`src/ising_pkg.sv`:
```
/* Ising energy engine shared definitions */

`default_nettype none

package ising_pkg;

    // problem size
    localparam int NUM_SPIN    = 16;
    localparam int BITJ        = 4;
    localparam int BITH        = 4;
    localparam int SCALING_BIT = 4;
    localparam int PARALLELISM = 4;
    localparam int ENERGY_BIT  = 32;

    // weight memory geometry
    localparam int J_ROWS     = NUM_SPIN / PARALLELISM;
    localparam int J_ADDR_BIT = 2;
    localparam int J_ROW_BIT  = NUM_SPIN * BITJ;
    localparam int J_WORD_BIT = J_ROW_BIT * PARALLELISM;

    // prefetch buffer
    localparam int FETCH_DEPTH   = 2;
    localparam int FETCH_PTR_BIT = $clog2(FETCH_DEPTH);
    localparam int FETCH_CNT_BIT = $clog2(FETCH_DEPTH + 1);

    // bit i set means spin i is +1
    typedef logic [NUM_SPIN-1:0] spin_t;

    // row (addr * PARALLELISM + p) at slot p, J(i,j) at bit j * BITJ of its row
    typedef logic [J_WORD_BIT-1:0] j_word_t;

    typedef logic signed [ENERGY_BIT-1:0] energy_t;

    typedef struct packed {
        energy_t energy;
        spin_t   spin;
    } energy_result_t;

    typedef enum logic [1:0] {
        IDLE,
        RUN,
        DONE
    } unit_state_e;

endpackage

`default_nettype wire

```
`src/energy_tracker.sv`:
```
/* Total energy and best entry tracker */

`timescale 1ns/1ps
`default_nettype none

module energy_tracker
    import ising_pkg::*;
(
    input  wire logic    clk_i,
    input  wire logic    arst_n_i,
    input  wire logic    flush_i,
    input  wire logic    j_valid_i,
    input  wire energy_t j_energy_i,
    input  wire logic    h_valid_i,
    input  wire energy_t h_energy_i,
    input  wire spin_t   spin_i,
    output logic         take_o,
    output logic         energy_valid_o,
    output energy_result_t energy_o,
    input  wire logic    energy_ready_i,
    output energy_t      best_energy_o,
    output spin_t        best_spin_o,
    output logic         best_update_o
);

    energy_result_t out_q;
    logic           out_valid_q;
    logic           best_valid_q;
    logic           update_q;
    energy_t        best_energy_q;
    spin_t          best_spin_q;
    logic           out_xfer;
    logic           new_best;

    assign out_xfer = out_valid_q && energy_ready_i;
    // output slot free now or freed by this cycle's transfer
    assign take_o   = j_valid_i && h_valid_i && !flush_i && (!out_valid_q || energy_ready_i);
    assign new_best = out_xfer && (!best_valid_q || (out_q.energy < best_energy_q));

    assign energy_valid_o = out_valid_q;
    assign energy_o       = out_q;
    assign best_energy_o  = best_energy_q;
    assign best_spin_o    = best_spin_q;
    assign best_update_o  = update_q;

    always_ff @(posedge clk_i or negedge arst_n_i) begin
        if (!arst_n_i) begin
            out_valid_q  <= 1'b0;
            best_valid_q <= 1'b0;
            update_q     <= 1'b0;
        end else if (flush_i) begin
            out_valid_q  <= 1'b0;
            best_valid_q <= 1'b0;
            update_q     <= 1'b0;
        end else begin
            update_q <= new_best;
            if (new_best) begin
                best_valid_q <= 1'b1;
            end
            if (take_o) begin
                out_valid_q <= 1'b1;
            end else if (out_xfer) begin
                out_valid_q <= 1'b0;
            end
        end
    end

    always_ff @(posedge clk_i) begin
        if (take_o) begin
            out_q.energy <= j_energy_i + h_energy_i;
            out_q.spin   <= spin_i;
        end
        if (new_best && !flush_i) begin
            best_energy_q <= out_q.energy;
            best_spin_q   <= out_q.spin;
        end
    end

    a_out_stable: assert property (@(posedge clk_i) disable iff (!arst_n_i || flush_i)
        (energy_valid_o && !energy_ready_i) |=> (energy_valid_o && $stable(energy_o)));

endmodule

`default_nettype wire

```
`config.mk`:
```
export PLATFORM = sky130hd
export DESIGN_NAME = energy_tracker
export DESIGN_NICKNAME = d
export VERILOG_FILES = /design/src/ising_pkg.sv /design/src/energy_tracker.sv
export SDC_FILE = /design/constraint.sdc
export NUM_CORES = 1
export LEC_CHECK = 0
export BUFFER_PORTS_ARGS = -buffer_cell sky130_fd_sc_hd__buf_2
export CAP_MARGIN = 10
export CORE_MARGIN = 4
export CORE_UTILIZATION = 40
export CTS_CLUSTER_DIAMETER = 50
export DETAILED_ROUTE_END_ITERATION = 10
export GPL_TIMING_DRIVEN = 1
export PLACE_DENSITY = 0.77
export SYNTH_ARGS = -nofsm -noshare
export SYNTH_HDL_FRONTEND = slang
export SYNTH_SLANG_ARGS = --single-unit
```
`constraint.sdc`:
```
create_clock -name clk_i -period 7.83 [get_ports clk_i]
set_input_delay 0.783 -clock clk_i [delete_from_list [all_inputs] [get_ports clk_i]]
set_output_delay 0.783 -clock clk_i [all_outputs]
set_load 0.01 [all_outputs]
```
Word level (Yosys, flattened, before mapping)
Index checks and enable logic that the tools add are counted.
Word-level totals
  register bits after elaboration: 99
  input port bits: 86
Operators by class
  $add $sub $neg: 1
  magnitude comparators: 1
  mux-type cells: 6
  reductions and logical operators: 13
Operators by type and width (number)
  $add A32 B32 Y32: 1
  $lt A32 B32 Y1: 1
  $logic_and A1 B1 Y1: 6
  $mux W1: 6
  $logic_not A1 Y1: 3
  $reduce_bool A3 Y1: 1
  $logic_or A1 B1 Y1: 2
  $reduce_bool A2 Y1: 1

Logic depth before layout (Yosys ltp)
  depth in word-level cells: 5
  gate-level depth with buffers: 10

Worst setup path before layout
No wires, ideal clock.
  kind: register to register
  start: reg out_q, in the netlist energy_o[37]
  end: reg best_energy_q[0], in the netlist best_energy_o[0], enable pin
  library setup time: 0.515 ns
  arrival time: 5.058 ns
  required time: 7.315 ns
  setup slack: 2.257 ns
  cell stages (with the launch flop): 9
  cells stage by stage: edfxtp_1 -> ha_1 -> a21o_1 -> a21o_1 -> a21oi_1 -> nor2_1 -> a2111oi_0 -> o311ai_0 -> nor3_1
On the way
  longest elaborated chain between the ends: 4
RTL lines
  start, declared: line energy_tracker.sv:26  | energy_result_t out_q;
  $lt A32 B32 Y1: line energy_tracker.sv:38  | assign new_best = out_xfer && (!best_valid_q || (out_q.energy < best_energy_q));
  $logic_or A1 B1 Y1: line energy_tracker.sv:38
  $logic_and A1 B1 Y1: line energy_tracker.sv:38
  $logic_and A1 B1 Y1: line energy_tracker.sv:73  | if (new_best && !flush_i) begin
  end signal, assigned: line energy_tracker.sv:74  | best_energy_q <= out_q.energy;
  end, declared: line energy_tracker.sv:30  | energy_t best_energy_q;
Every way passes these cells.
A chain may end at the register's enable or synchronous reset.

Worst setup path in the final report
  start: reg out_q, in the netlist energy_o[29]
  end: reg best_spin_q[12], in the netlist best_spin_o[12], enable pin
On the way
  longest elaborated chain between the ends: 4
RTL lines
  $lt A32 B32 Y1: line energy_tracker.sv:38
  $logic_or A1 B1 Y1: line energy_tracker.sv:38
  $logic_and A1 B1 Y1: line energy_tracker.sv:38
  $logic_and A1 B1 Y1: line energy_tracker.sv:73
  end signal, assigned: line energy_tracker.sv:75  | best_spin_q <= out_q.spin;
  end, declared: line energy_tracker.sv:31  | spin_t best_spin_q;
Every way passes these cells.

==> flow_summary_export.csv <==
group,metric,value,unit
timing,period_share,0.4722,
floorplanning,die_h,124.4,µm
power_and_ir_drop,p_leak,3.038,nW
synthesis,ys_seq_elements,99,
synthesis,syn_nets,598,
clock_tree,postCtsHoldBufs,0,
clock_tree,path_clk_slew,60,ps
global_route,grt_usage,0.1689,
timing,final-setup-viol-count,0,
placement,place_congestion,0.8775,
finish,antenna_cells,0,
synthesis,synth_edf_count,96,
drt,vias_per_cell,4.966,
clock_tree,numCtsBuffers,9,
timing,tightest_slew,1006,ps
synthesis,synth_common_cells,"edfxtp_1, ha_1, a21oi_1",
outcome,status,"finished clean",
global_route,overflow,0,
worst_setup_path,rr_worst_depth,7,
timing,relSlewSlack,0.3257,
drt,wl_per_cell,15.83,µm
synthesis,synth_most_common_cell,"edfxtp_1",
timing,rsz0062_at_grt,"false",
clock_tree,clockBufferDepth,2,
drt,wirelength,13050,µm
synthesis,synthXorXnorAreaFrac,0.04847,
synthesis,synth_top_family_by_area,"adder cells",
drt,route.detailed.drc,0,
clock_tree,clock_sinks,99,
synthesis,synth_top_area_share,0.5317,
finish,nets,794,
clock_tree,root_buffer,"clkbuf_16",
finish,drive_gt1_frac,0.3318,
worst_setup_path,start_kind,"flop",
finish,fillers,1229,
floorplanning,coreArea,13240,µm²
floorplanning,start_util,0.4094,
drt,detailroute.via_count,4092,
global_route,antenna_found_initial,0,
worst_setup_path,crit_required,7810,ps
floorplanning,num_rows,42,
synthesis,dominantRegCellSynth,"edfxtp_1",
power_and_ir_drop,powerDensity,182.7,nW/µm²
clock_tree,cts-resized-gates,0,
placement,io_buffers,184,
timing,fmax,0.2705,GHz
finish,fin_util,0.5185,
worst_setup_path,crit_arrival,3680,ps
drt,antenna_left,0,
synthesis,async_reset_ff_frac,0.03030,
drt,drt_iter0_drc,202,
worst_setup_path,crit_type,"reg -> reg",
drt,first_pass_iters,4,
clock_tree,htreeDepth,3,
worst_setup_path,cp_max_fo,37,
synthesis,ys_types,48,
clock_tree,cts_tree,"built",
floorplanning,die_w,124.4,µm
synthesis,synth_adder_area_share,0.1468,
clock_tree,post_cts_buffers,0,
worst_setup_path,worst_setup_path_end_kind,"flop",
timing,finalSetupTns,0,ps
floorplanning,die_area,15480,µm²
timing,min_period,3697,ps
synthesis,yosys.area.top_type,"edfxtp_1",
synthesis,syn_area,5421,µm²
timing,hold_violations,0,
synthesis,syn-instance-count,449,
synthesis,synth_mux_area_frac,0,
synthesis,synthSimpleGateAreaFrac,0.08539,
timing,report.final.slew_viol_count,0,
clock_tree,clk_latency,340,ps
synthesis,ys_warn_count,0,
global_route,grt_pass1_wl,21190,µm
synthesis,synth_compound_gate_area_share,0.1447,
finish,syn_to_final_growth,26.66,%
synthesis,syn_area_per_cell,12.07,µm²
power_and_ir_drop,vdd_drop_max,0.1115,mV
timing,clock_skew,9.034,ps
placement,dpl.hpwl,10730,µm
synthesis,synthTopCellsByArea,"edfxtp_1, ha_1, a21oi_1",
job,maxCapViolCount,0,
worst_hold_path,hold_class,"in -> async",
global_route,grt_max_degree,50,
global_route,grt_pass1_vias,4254,
floorplanning,num_io_pins,185,
synthesis,seq_area_frac_synth,0.5456,
report_power, final:
group          total (mW)  internal, mW  leakage [nW]  switching, mW
combinational       0.221        0.0951          1.99          0.126
clock               0.417         0.244         0.131          0.173
sequential          0.617         0.607         0.915        0.00987
total                1.25         0.946          3.04          0.308
flip-flops by register name (all words and copies together) (netlist names):
register        flops
energy_valid_o      1
best_energy_o      32
best_spin_o        16
best_valid_q        1
energy_o           48
best_update_o       1
worst max-delay path, cell delays in order, from the launching register on:
cell       delay (ps)
edfxtp_1          420
ha_1              330
a21o_1            190
a21o_1            160
a2111oi_0         580
a2111oi_0         240
nor3_2            840
buf_4             560
placed cells by master, fill, tap and decap left out, drive strengths merged, types with 2 or more instances in the layout:
| master | instances |
|---|---|
| buf | 186 |
| o21ai | 24 |
| a31oi | 2 |
| a21o | 13 |
| dfrtp | 3 |
| edfxtp | 96 |
| o21a | 6 |
| o2111ai | 2 |
| o21bai | 4 |
| o31ai | 3 |
| nand2 | 32 |
| xnor2 | 17 |
| a2111oi | 3 |
| nor2 | 23 |
| nor2b | 8 |
| clkinvlp | 2 |
| or3 | 2 |
| clkbuf | 10 |
| ha | 62 |
| a31o | 2 |
| o211ai | 2 |
| a21oi | 48 |
| nor3 | 6 |
| inv | 41 |
| nand3 | 5 |
| nand2b | 4 |
| nand4 | 9 |
| nor4 | 2 |
| nor3b | 2 |
| a211oi | 5 |
| xor2 | 13 |
routing by layer:
layer / GRT usage / vias to the layer above / wire length (µm)
li1: - / 2057 / -
met1: 0.2035 / 1906 / 5493
met2: 0.2952 / 110 / 6552
met3: 0.03388 / 19 / 669
met4: 0.06834 / 0 / 330
met5: 0 / - / 0
cells by family (layout without fill, tap and decap cells):
| logic type | count (synthesis) | count (layout) |
|---|---|---|
| buffers and inverters | 42 | 241 |
| XOR/XNOR | 30 | 30 |
| AO/OA/AOI/OAI | 119 | 119 |
| adder cells (fa/ha/maj) | 63 | 63 |
| AND/OR/NAND/NOR | 96 | 96 |
| flip-flops | 99 | 99 |
final cells by class:
type,instances,area [µm²],area share
clock buffers,10,229.0,0.03335
clock inverters,4,53.80,0.007835
inverters,41,153.9,0.02241
multi-input cells,308,2316,0.3373
flip-flops and latches,99,2958,0.4308
well taps,176,220.2,0.03207
repair buffers,186,935.9,0.1363
stage by stage:
stage	std cells	power [mW]	setup WS [ps]	area, µm²	hold WS (ps)
final	824	1.254	4133	6867	230.5
after global routing	824	1.321	3879	6867	232.1
after CTS	824	1.269	4097	6867	220.1
after detailed placement	810	0.8488	4105	6584	435.5
after global placement	810	0.8446	4232	6584	428.8
after floorplan	449	0.7717	2257	5421	487.4
path summary, 6_finish.rpt:
path                                        start  slack (ps)                         to
min reg2reg                 energy_o[0]$_DFFE_PP_         450   best_spin_o[0]$_DFFE_PP_
min in group clk_i          energy_o[0]$_DFFE_PP_         450   best_spin_o[0]$_DFFE_PP_
max reg2reg                energy_o[29]$_DFFE_PP_        4130  best_spin_o[12]$_DFFE_PP_
max                        energy_o[29]$_DFFE_PP_        4130  best_spin_o[12]$_DFFE_PP_
max in group asynchronous                arst_n_i        7490   best_valid_q$_DFFE_PN0P_
min                                      arst_n_i         230    best_update_o$_DFF_PN0_
(Power assumes the default switching activity.)
