$ cat config.mk
export PLATFORM = sky130hd
export DESIGN_NAME = weight_fetch
export DESIGN_NICKNAME = d
export VERILOG_FILES = /design/src/ising_pkg.sv /design/src/weight_fetch.sv
export SDC_FILE = /design/constraint.sdc
export NUM_CORES = 1
export LEC_CHECK = 0
export ABC_CLOCK_PERIOD_IN_PS = 14450
export BUFFER_PORTS_ARGS = -buffer_cell sky130_fd_sc_hd__buf_4
export CAP_MARGIN = 20
export CORE_AREA = 2 2 203 205
export DETAILED_ROUTE_END_ITERATION = 10
export DIE_AREA = 0 0 205 207
export PLACE_DENSITY = 0.76
export SLEW_MARGIN = 5
export SYNTH_ARGS = -nofsm -noshare
export SYNTH_HDL_FRONTEND = slang
export SYNTH_SLANG_ARGS = --single-unit
export TNS_END_PERCENT = 20
$ cat constraint.sdc
create_clock -name clk_i -period 14.45 [get_ports clk_i]
set_input_delay 1.445 -clock clk_i [delete_from_list [all_inputs] [get_ports clk_i]]
set_output_delay 1.445 -clock clk_i [all_outputs]
set_load 0.01 [all_outputs]
$ cat src/ising_pkg.sv
/* Ising energy engine shared definitions */

`default_nettype none

package ising_pkg;

    // problem size
    localparam int NUM_SPIN    = 16;
    localparam int BITJ        = 4;
    localparam int BITH        = 4;
    localparam int SCALING_BIT = 4;
    localparam int PARALLELISM = 4;
    localparam int ENERGY_BIT  = 32;

    // weight memory geometry
    localparam int J_ROWS     = NUM_SPIN / PARALLELISM;
    localparam int J_ADDR_BIT = 2;
    localparam int J_ROW_BIT  = NUM_SPIN * BITJ;
    localparam int J_WORD_BIT = J_ROW_BIT * PARALLELISM;

    // prefetch buffer
    localparam int FETCH_DEPTH   = 2;
    localparam int FETCH_PTR_BIT = $clog2(FETCH_DEPTH);
    localparam int FETCH_CNT_BIT = $clog2(FETCH_DEPTH + 1);

    // bit i set means spin i is +1
    typedef logic [NUM_SPIN-1:0] spin_t;

    // row (addr * PARALLELISM + p) at slot p, J(i,j) at bit j * BITJ of its row
    typedef logic [J_WORD_BIT-1:0] j_word_t;

    typedef logic signed [ENERGY_BIT-1:0] energy_t;

    typedef struct packed {
        energy_t energy;
        spin_t   spin;
    } energy_result_t;

    typedef enum logic [1:0] {
        IDLE,
        RUN,
        DONE
    } unit_state_e;

endpackage

`default_nettype wire

$ cat src/weight_fetch.sv
/* Weight memory prefetch buffer */

`timescale 1ns/1ps
`default_nettype none

module weight_fetch
    import ising_pkg::*;
(
    input  wire logic                  clk_i,
    input  wire logic                  arst_n_i,
    input  wire logic                  flush_i,
    output logic                       weight_ren_o,
    output logic [J_ADDR_BIT-1:0]      weight_raddr_o,
    input  wire j_word_t               weight_rdata_i,
    output logic                       word_valid_o,
    output j_word_t                    word_data_o,
    input  wire logic                  word_ready_i
);

    j_word_t                    buf_q [FETCH_DEPTH];
    logic [FETCH_PTR_BIT-1:0]   wptr_q;
    logic [FETCH_PTR_BIT-1:0]   rptr_q;
    logic [FETCH_CNT_BIT-1:0]   count_q;
    logic [J_ADDR_BIT-1:0]      addr_q;
    logic                       inflight_q;
    logic                       alive_q;
    logic                       push;
    logic                       pop;

    // only read when the returning word is sure to find a free slot
    assign weight_ren_o   = alive_q && !flush_i &&
                            ((count_q + FETCH_CNT_BIT'(inflight_q)) <
                             FETCH_CNT_BIT'(FETCH_DEPTH));
    assign weight_raddr_o = addr_q;

    // memory answers one cycle after the read
    assign push         = inflight_q;
    assign word_valid_o = (count_q != '0);
    assign word_data_o  = buf_q[rptr_q];
    assign pop          = word_valid_o && word_ready_i;

    always_ff @(posedge clk_i or negedge arst_n_i) begin
        if (!arst_n_i) begin
            alive_q    <= 1'b0;
            inflight_q <= 1'b0;
            addr_q     <= '0;
            wptr_q     <= '0;
            rptr_q     <= '0;
            count_q    <= '0;
        end else begin
            alive_q <= 1'b1;
            if (flush_i) begin
                inflight_q <= 1'b0;
                addr_q     <= '0;
                wptr_q     <= '0;
                rptr_q     <= '0;
                count_q    <= '0;
            end else begin
                inflight_q <= weight_ren_o;
                if (weight_ren_o) begin
                    addr_q <= addr_q + 1'b1;
                end
                if (push) begin
                    wptr_q <= wptr_q + 1'b1;
                end
                if (pop) begin
                    rptr_q <= rptr_q + 1'b1;
                end
                count_q <= count_q + FETCH_CNT_BIT'(push) - FETCH_CNT_BIT'(pop);
            end
        end
    end

    always_ff @(posedge clk_i) begin
        if (push) begin
            buf_q[wptr_q] <= weight_rdata_i;
        end
    end

    a_no_push_full: assert property (@(posedge clk_i) disable iff (!arst_n_i)
        push |-> (count_q < FETCH_CNT_BIT'(FETCH_DEPTH)));

endmodule

`default_nettype wire
Yosys cells after proc, flatten, opt, wreduce, memory -nomap -nowiden
Memories as Yosys holds them, arrays and structs flattened.
Index checks and enable logic that the tools add are counted.
{"block": "classes", "n_lt_le_gt_ge": 1, "add_sub_neg": 5, "n_div": 0, "shifts": 0, "n_bitwise": 0, "mul": 0, "mux": 10, "n_eq_ne": 0, "reduce_logical": 8}
{"op": "nonzero test 2 bit", "n": 4}
{"op": "two-way mux 1 bit", "n": 7}
{"op": "two-way mux 2 bit", "n": 3}
{"op": "logical AND 1 bit", "n": 3}
{"op": "adder 1 bit, second input constant", "n": 2}
{"op": "adder 2 x 1 -> 2 bit", "n": 1}
{"op": "adder 2 x 1 -> 2 bit, second input constant", "n": 1}
{"op": "< comparator 2 bit, second input constant", "n": 1}
{"op": "subtractor 2 x 1 -> 2 bit", "n": 1}
{"op": "logical NOT 1 bit", "n": 1}
{"block": "totals", "ff_bits": 8, "latch_bits": 0, "memories": 1, "wordCells": 31, "mem_bits_rw": 512, "romBits": 0}
{"name": "buf_q", "words": 2, "word_bits": 256, "rd": 1, "rd_ports_with_merged_regs": 0, "write_ports": 1, "line": "weight_fetch.sv:20", "rtl": "j_word_t buf_q [FETCH_DEPTH];"}

Longest topological paths before layout
Gate-level depths: netlist of the first run.
{"block": "logic_depth", "depth_word": 5, "mapped_depth": 5, "depth_no_buf": 5}

Worst setup path before layout of the first run
OpenSTA, ideal clock, no wires.
{"block": "synth_path", "path_kind": "register to register", "from": "reg wptr_q", "to": "mem buf_q[0][0] (netlist bit) (enable)", "path_stages_with_launch": 2, "period_less_slack_ns": 12.588, "arrival_time_ns": 11.680, "path_slack_ns": 1.862, "cell_sequence": "dfrtp_1 > nor2b_1"}
{"item": "start, declared", "line": "weight_fetch.sv:21", "rtl": "logic [FETCH_PTR_BIT-1:0] wptr_q;"}
{"item": "start signal, assigned", "line": "weight_fetch.sv:64", "rtl": "wptr_q <= wptr_q + 1'b1;"}
{"item": "end, declared", "line": "weight_fetch.sv:20"}
No word-level cell before the write port.

Final worst setup path of the first run
{"block": "layout_path", "from": "reg rptr_q", "to": "out word_data_o[184]"}
{"block": "layout_via", "elab_chain_len": 1}
{"item": "start, declared", "line": "weight_fetch.sv:22", "rtl": "logic [FETCH_PTR_BIT-1:0] rptr_q;"}
{"item": "start signal, assigned", "line": "weight_fetch.sv:67", "rtl": "rptr_q <= rptr_q + 1'b1;"}
{"item": "memory (2 x 256 bit)"}
{"item": "end, declared", "line": "weight_fetch.sv:16", "rtl": "output j_word_t word_data_o,"}
Every way passes these cells.

==> results.txt, run 1 <==
----------------------------------------------------
[Setup path]
  Largest driver fanout on the critical path ... 59
  Arrival time reported for the critical path endpoint ... 3.92 ns
  WS Path Type ... reg -> out
  Capturing element type of the critical path ... output port
  Register-to-Register Path Depth ... 3
  Setup slack of the most critical reg-to-reg path ... 11.19 ns
  Required time of the critical path ... 13.01 ns
  Startpoint class of the critical path ... register

[Timing]
  Actual transition at the worst max-transition pin ... 1.09 ns
  Hold slack ... 0.562 ns
  Portion of the clock cycle consumed by the worst path in the final layout ... 37.2%
  Setup TNS Final ... 0 ns
  Number of endpoints with negative hold slack in the final report ... 0
  Maximum clock frequency ... 186 MHz
  Setup-failing EPs final ... 0
  Number of max-slew violations in the final report ... 0
  Setup repair after global routing missed its margin ... no
  Minimum clock period after layout ... 5.37 ns
  Final Skew ... 0.0154 ns
  Max-slew headroom at the worst pin ... 27.6%

[Cells and area]
  Final standard cell utilization of the core ... 63.7%
  Layout-stage area growth over the synthesis result ... 29.4%
  Net count of the finished layout ... 1647
  Non-filler cells in the finished layout ... 1956
  Fill cell instance count of the final layout ... 2788
  Post-layout instance area ... 0.0257 mm^2
  Highest-count cells in the layout ignoring fill and taps ... buf_4, edfxtp_1, mux2_4
  Share of post-route cells with drive strength above 1 ... 60.2%
  Leading cell type in the layout, fill and taps excluded ... buf_4

[Route]
  First-pass iteration count of the detailed router ... 4
  Post-detailed-route wirelength per cell ... 21.7 um
  Detailed-route vias per instance ... 5.01
  Total number of vias ... 9799
  Total routed wirelength ... 42500 um
  Detailed-route DRC error count ... 0
  Initial DRC count ... 510
  Antenna Violating Nets Remaining ... 0

[Clocking]
  Maximum clock insertion buffer count ... 3
  TritonCTS clock tree ... yes
  Cells resized by post-CTS repair ... 0
  Post CTS Setup Buffer Count ... 0
  Clk root buf ... clkbuf_16
  Total clock sinks ... 520
  Cts hold-fix bufs ... 0
  Clk pin slew, worst setup/hold paths ... 0.06 ns
  Clock insertion delay at the later pin of the skew report ... 0.57 ns
  Clock buffer count from CTS ... 51
  H-tree depth ... 2

[Logic synthesis]
  Cell types occupying the most area after synthesis ... edfxtp_1, mux2_4, mux2_2
  Cell area after technology mapping ... 0.0199 mm^2
  Post-synthesis register bit count ... 520
  Fraction of synthesized cell area taken by the top area cell type ... 77.4%
  Syn Nets ... 1094
  Syn Inst Count ... 832
  Dominant cell type by area after synthesis ... edfxtp_1
  Yosys Warn Count ... 0
  Post-synthesis area per instance ... 23.9 um^2
  Number of distinct library cells after synthesis ... 23
  Sequential cell area fraction in the yosys report ... 78.4%

[Global routing]
  Met2 Use GR ... 32.9%
  Met1 global-route usage ... 22.5%
  Maximum number of pins on one net before global-route repair ... 78
  Global-route track usage on met3 ... 7.00%
  Number of antenna violations at the first check in global routing ... 4
  Remaining Overflow, GRT ... 0
  GRT Util Overall ... 19.6%
  First-pass GRT wire length ... 61700 um
  Via count of the first global-routing pass ... 10318
  Routing layer with the top usage in global route ... met2

[Hold path]
  Kind of path behind the tightest hold check ... reg -> reg
  Hold Path Stages ... 2

[Power and ir drop]
  Relative contribution of the clock network to total power ... 28.2%
  Share of power burned in combinational logic ... 28.5%
  Cell Pwr Density ... 170 mW/mm^2
  Switching power ... 1130 uW
  Internal Dissipation ... 3240 uW
  Fraction of power spent switching nets ... 25.8%
  Sequential Power Share ... 43.3%
  Max VDD drop ... 0.115 mV
  Reported leakage power ... 0.00990 uW

[Place]
  DP Area ... 0.0242 mm^2
  Detailed placement HPWL ... 29400 um
  Cells after DPL ... 1864
  Weighted congestion at the end of routability-driven global placement ... 0.780
  Number of I/O port buffers ... 519

[Status]
  Status ... complete, no violations

[Floorplan]
  Floorplan die width ... 205 um
  I/O pin count ... 520
  Starting density of the core ... 49.2%
  Placeable Area ... 0.0404 mm^2
  Cell Rows ... 74
  Full die area ... 0.0424 mm^2
  Floorplan die height ... 207 um

[Run]
  Number of maximum-capacitance violations ... 0

----------------------------------------------------
-- state kept, by name, summed over array words and instances (netlist names) --
| register | flops |
|---|---|
| buf_q | 512 |
| count_q | 2 |
| weight_raddr_o | 2 |
| alive_q | 1 |
| inflight_q | 1 |
| rptr_q | 1 |
| wptr_q | 1 |
-- worst paths after layout --
path                               startpoint                             to
max                        rptr_q$_DFFE_PN0P_               word_data_o[184]
min reg2reg                 alive_q$_DFF_PN0_           inflight_q$_DFF_PN0_
max in group asynchronous            arst_n_i             rptr_q$_DFFE_PN0P_
max reg2reg                wptr_q$_DFFE_PN0P_        buf_q[1][165]$_DFFE_PP_
min in group asynchronous            arst_n_i  weight_raddr_o[1]$_DFFE_PN0P_
min                         alive_q$_DFF_PN0_           inflight_q$_DFF_PN0_
-- critical path, cell delays in order, from the launching register on --
cell and delay, ns:
dfrtp_4 0.90, buf_4 0.94, buf_4 0.91, mux2_4 0.36, buf_4 0.14
-- power groups by stage --
stage | registers [uW] | logic, uW | clock network, uW
global route | 1910 | 1310 | 1310
detailed placement | 1930 | 1250 | 0
CTS | 1890 | 1260 | 1260
finish | 1890 | 1240 | 1230
floorplan | 1950 | 797 | 0
global placement | 1920 | 1240 | 0
-- synth_stat cells --
master    instances
or2_2             1
nor2b_1           3
and2_1            1
nand2_1           1
nand3_1           1
dfrtp_1           8
nor2_1            8
xnor2_1           2
ha_1              2
buf_6            15
xnor2_2           1
conb_1            1
buf_2             2
xor2_1            1
mux2_1            1
buf_12            1
o21a_1            1
edfxtp_1        512
inv_1             1
buf_8            11
clkbuf_1          1
mux2_4          230
mux2_2           27
-- metal layers --
metal  part of all wire, %  wire (um)  vias to the layer above
met5                     0          0                        -
met4                   3.6       1530                        0
met3                   9.8       4180                       84
met2                    50      21300                      401
met1                    36      15500                     4898
li1                      -          -                     4416
-- through the flow --
step / power (uW) / setup slack, ns
CTS: 4410 / 9.02
finish: 4370 / 9.08
detailed placement: 3170 / 9.66
floorplan: 2750 / 1.86
global placement: 3150 / 9.68
global route: 4530 / 8.89
-- kinds of logic after synthesis --
group,share of synthesized area [%]
XOR/XNOR,0.214
AO/OA/AOI/OAI,0.0378
multiplexers,19.0
other,0.0189
AND/OR/NAND/NOR,0.353
adder cells (fa/ha/maj),0.126
flip-flops,78.4
buffers and inverters,1.87
-- layout make-up --
class / count / area (um^2) / share of cell area, %
Inverter: 1 / 3.75 / 0.0146
Clock buffer: 60 / 1310 / 5.10
Timing Repair Buffer: 530 / 3980 / 15.5
Antenna cell: 5 / 12.5 / 0.0487
Sequential cell: 520 / 15600 / 60.6
Clock inverter: 27 / 223 / 0.867
Multi-Input combinational cell: 281 / 3930 / 15.3
Tap cell: 532 / 666 / 2.59
No activity file was read; power rests on OpenSTA's default activity.
==> run 2, diff against run 1 <==
ABC_CLOCK_PERIOD_IN_PS = 5100   (was 14450)
clock period = 5.1 ns   (was 14.45 ns; I/O delays follow)
==> results.txt, run 2 (synthesis gave the netlist of run 1 again) <==
----------------------------------------------------
[Timing]
  Actual transition at the worst max-transition pin ... 0.890 ns
  Final Skew ... 0.0190 ns
  Maximum clock frequency ... 325 MHz
  Number of max-slew violations in the final report ... 0
  Minimum clock period after layout ... 3.07 ns
  Setup-failing EPs final ... 0
  Portion of the clock cycle consumed by the worst path in the final layout ... 60.3%
  Setup repair after global routing missed its margin ... no
  Worst-case setup margin in the final layout ... 2.03 ns
  Max-slew headroom at the worst pin ... 40.6%
  Number of endpoints with negative hold slack in the final report ... 0

[Clocking]
  Clock buffer count from CTS ... 50
  Maximum clock insertion buffer count ... 3
  Clock insertion delay at the later pin of the skew report ... 0.57 ns
  Clk root buf ... clkbuf_16
  Cells resized by post-CTS repair ... 0
  Cts hold-fix bufs ... 1
  H-tree depth ... 2
  TritonCTS clock tree ... yes
  Post CTS Setup Buffer Count ... 0
  Clk pin slew, worst setup/hold paths ... 0.06 ns
  Total clock sinks ... 520

[Cells and area]
  Sequential Area ... 0.0156 mm^2
  Highest-count cells in the layout ignoring fill and taps ... buf_4, edfxtp_1, mux2_4
  Leading cell type in the layout, fill and taps excluded ... buf_4
  Max reg flops ... 512
  Biggest register ... buf_q
  Final standard cell utilization of the core ... 63.9%
  Net count of the finished layout ... 1644
  Layout-stage area growth over the synthesis result ... 30.0%
  Share of post-route cells with drive strength above 1 ... 60.2%
  Area used by multi-input combinational logic ... 0.00393 mm^2
  Fill cell instance count of the final layout ... 2753

[Global routing]
  Maximum number of pins on one net before global-route repair ... 135
  First-pass GRT wire length ... 59900 um
  Number of antenna violations at the first check in global routing ... 3
  Via count of the first global-routing pass ... 10069
  Remaining Overflow, GRT ... 0
  GRT Util Overall ... 19.0%

[Setup path]
  Startpoint class of the critical path ... register
  Arrival time reported for the critical path endpoint ... 2.56 ns
  WS Path Type ... reg -> out
  Required time of the critical path ... 4.59 ns
  Largest driver fanout on the critical path ... 71
  Capturing element type of the critical path ... output port

[Power and ir drop]
  Max VDD drop ... 0.369 mV
  Cell Pwr Density ... 481 mW/mm^2
  Reported leakage power ... 0.00993 uW

[Route]
  Total number of vias ... 9773
  Detailed-route vias per instance ... 5.00
  First-pass iteration count of the detailed router ... 4
  Detailed-route DRC error count ... 0
  Post-detailed-route wirelength per cell ... 21.2 um
  Total routed wirelength ... 41400 um
  Antenna Violating Nets Remaining ... 0
  Initial DRC count ... 581

[Floorplan]
  Floorplan die height ... 207 um
  I/O pin count ... 520
  Full die area ... 0.0424 mm^2
  Floorplan die width ... 205 um
  Starting density of the core ... 49.2%
  Cell Rows ... 74
  Placeable Area ... 0.0404 mm^2

[Place]
  Weighted congestion at the end of routability-driven global placement ... 0.771
  Post-Place Worst Slack ... 2.58 ns
  Detailed placement HPWL ... 28000 um
  Number of I/O port buffers ... 519

[Hold path]
  Kind of path behind the tightest hold check ... in -> reg

[Run]
  Number of maximum-capacitance violations ... 0

[Status]
  Status ... complete, no violations

----------------------------------------------------
## run 2: worst max-delay path, cell delays in order (launching register included)
cell and delay [ns]:
dfrtp_4 0.90, buf_12 0.48, mux2_4 0.36, buf_4 0.15
## run 2: area by class of cell
class | count | share of cell area, %
multi-input cells | 281 | 15.2
flip-flops and latches | 520 | 60.4
clock inverters | 23 | 0.839
diodes | 3 | 0.0291
well taps | 532 | 2.58
clock buffers | 68 | 5.27
repair buffers | 528 | 15.7
inverters | 1 | 0.0145
## run 2: metrics by stage
stage / hold slack [ns] / std cells / total power (uW) / setup TNS (ns) / instance area (um^2)
finish: 0.117 / 1956 / 12400 / 0 / 25800
global route: 0.0860 / 1956 / 12900 / 0 / 25800
CTS: 0.0714 / 1953 / 12600 / 0 / 25800
detailed placement: 0.337 / 1861 / 9000 / 0 / 24200
global placement: 0.335 / 1861 / 8950 / 0 / 24200
floorplan: 0.214 / 832 / 7680 / -464.49 / 19900
## run 2: final timing paths
kind,start,endpoint,slack [ns],depth (start not counted)
min in group asynchronous,arst_n_i,count_q[0]$_DFF_PN0_,0.35,2
setup reg to reg,wptr_q$_DFFE_PN0P_,buf_q[1][153]$_DFFE_PP_,3.24,2
setup / recovery,rptr_q$_DFFE_PN0P_,word_data_o[122],2.03,3
max in group asynchronous,arst_n_i,rptr_q$_DFFE_PN0P_,4.59,2
hold / removal,weight_rdata_i[254],buf_q[0][254]$_DFFE_PP_,0.12,1
hold reg to reg,alive_q$_DFF_PN0_,inflight_q$_DFF_PN0_,0.59,2
## run 2: routing by layer
metal	track usage, %	wire length [um]	up-vias
li1	-	-	4402
met1	21.7	14800	4869
met2	31.9	20800	426
met3	7.13	4430	76
met4	8.19	1410	0
met5	0	0	-
## run 2: report_power, final
group          internal (uW)  leakage, uW  switching, uW
clock                   2070     0.000766           1480
combinational           1980      0.00437           1540
sequential              5180      0.00479            167
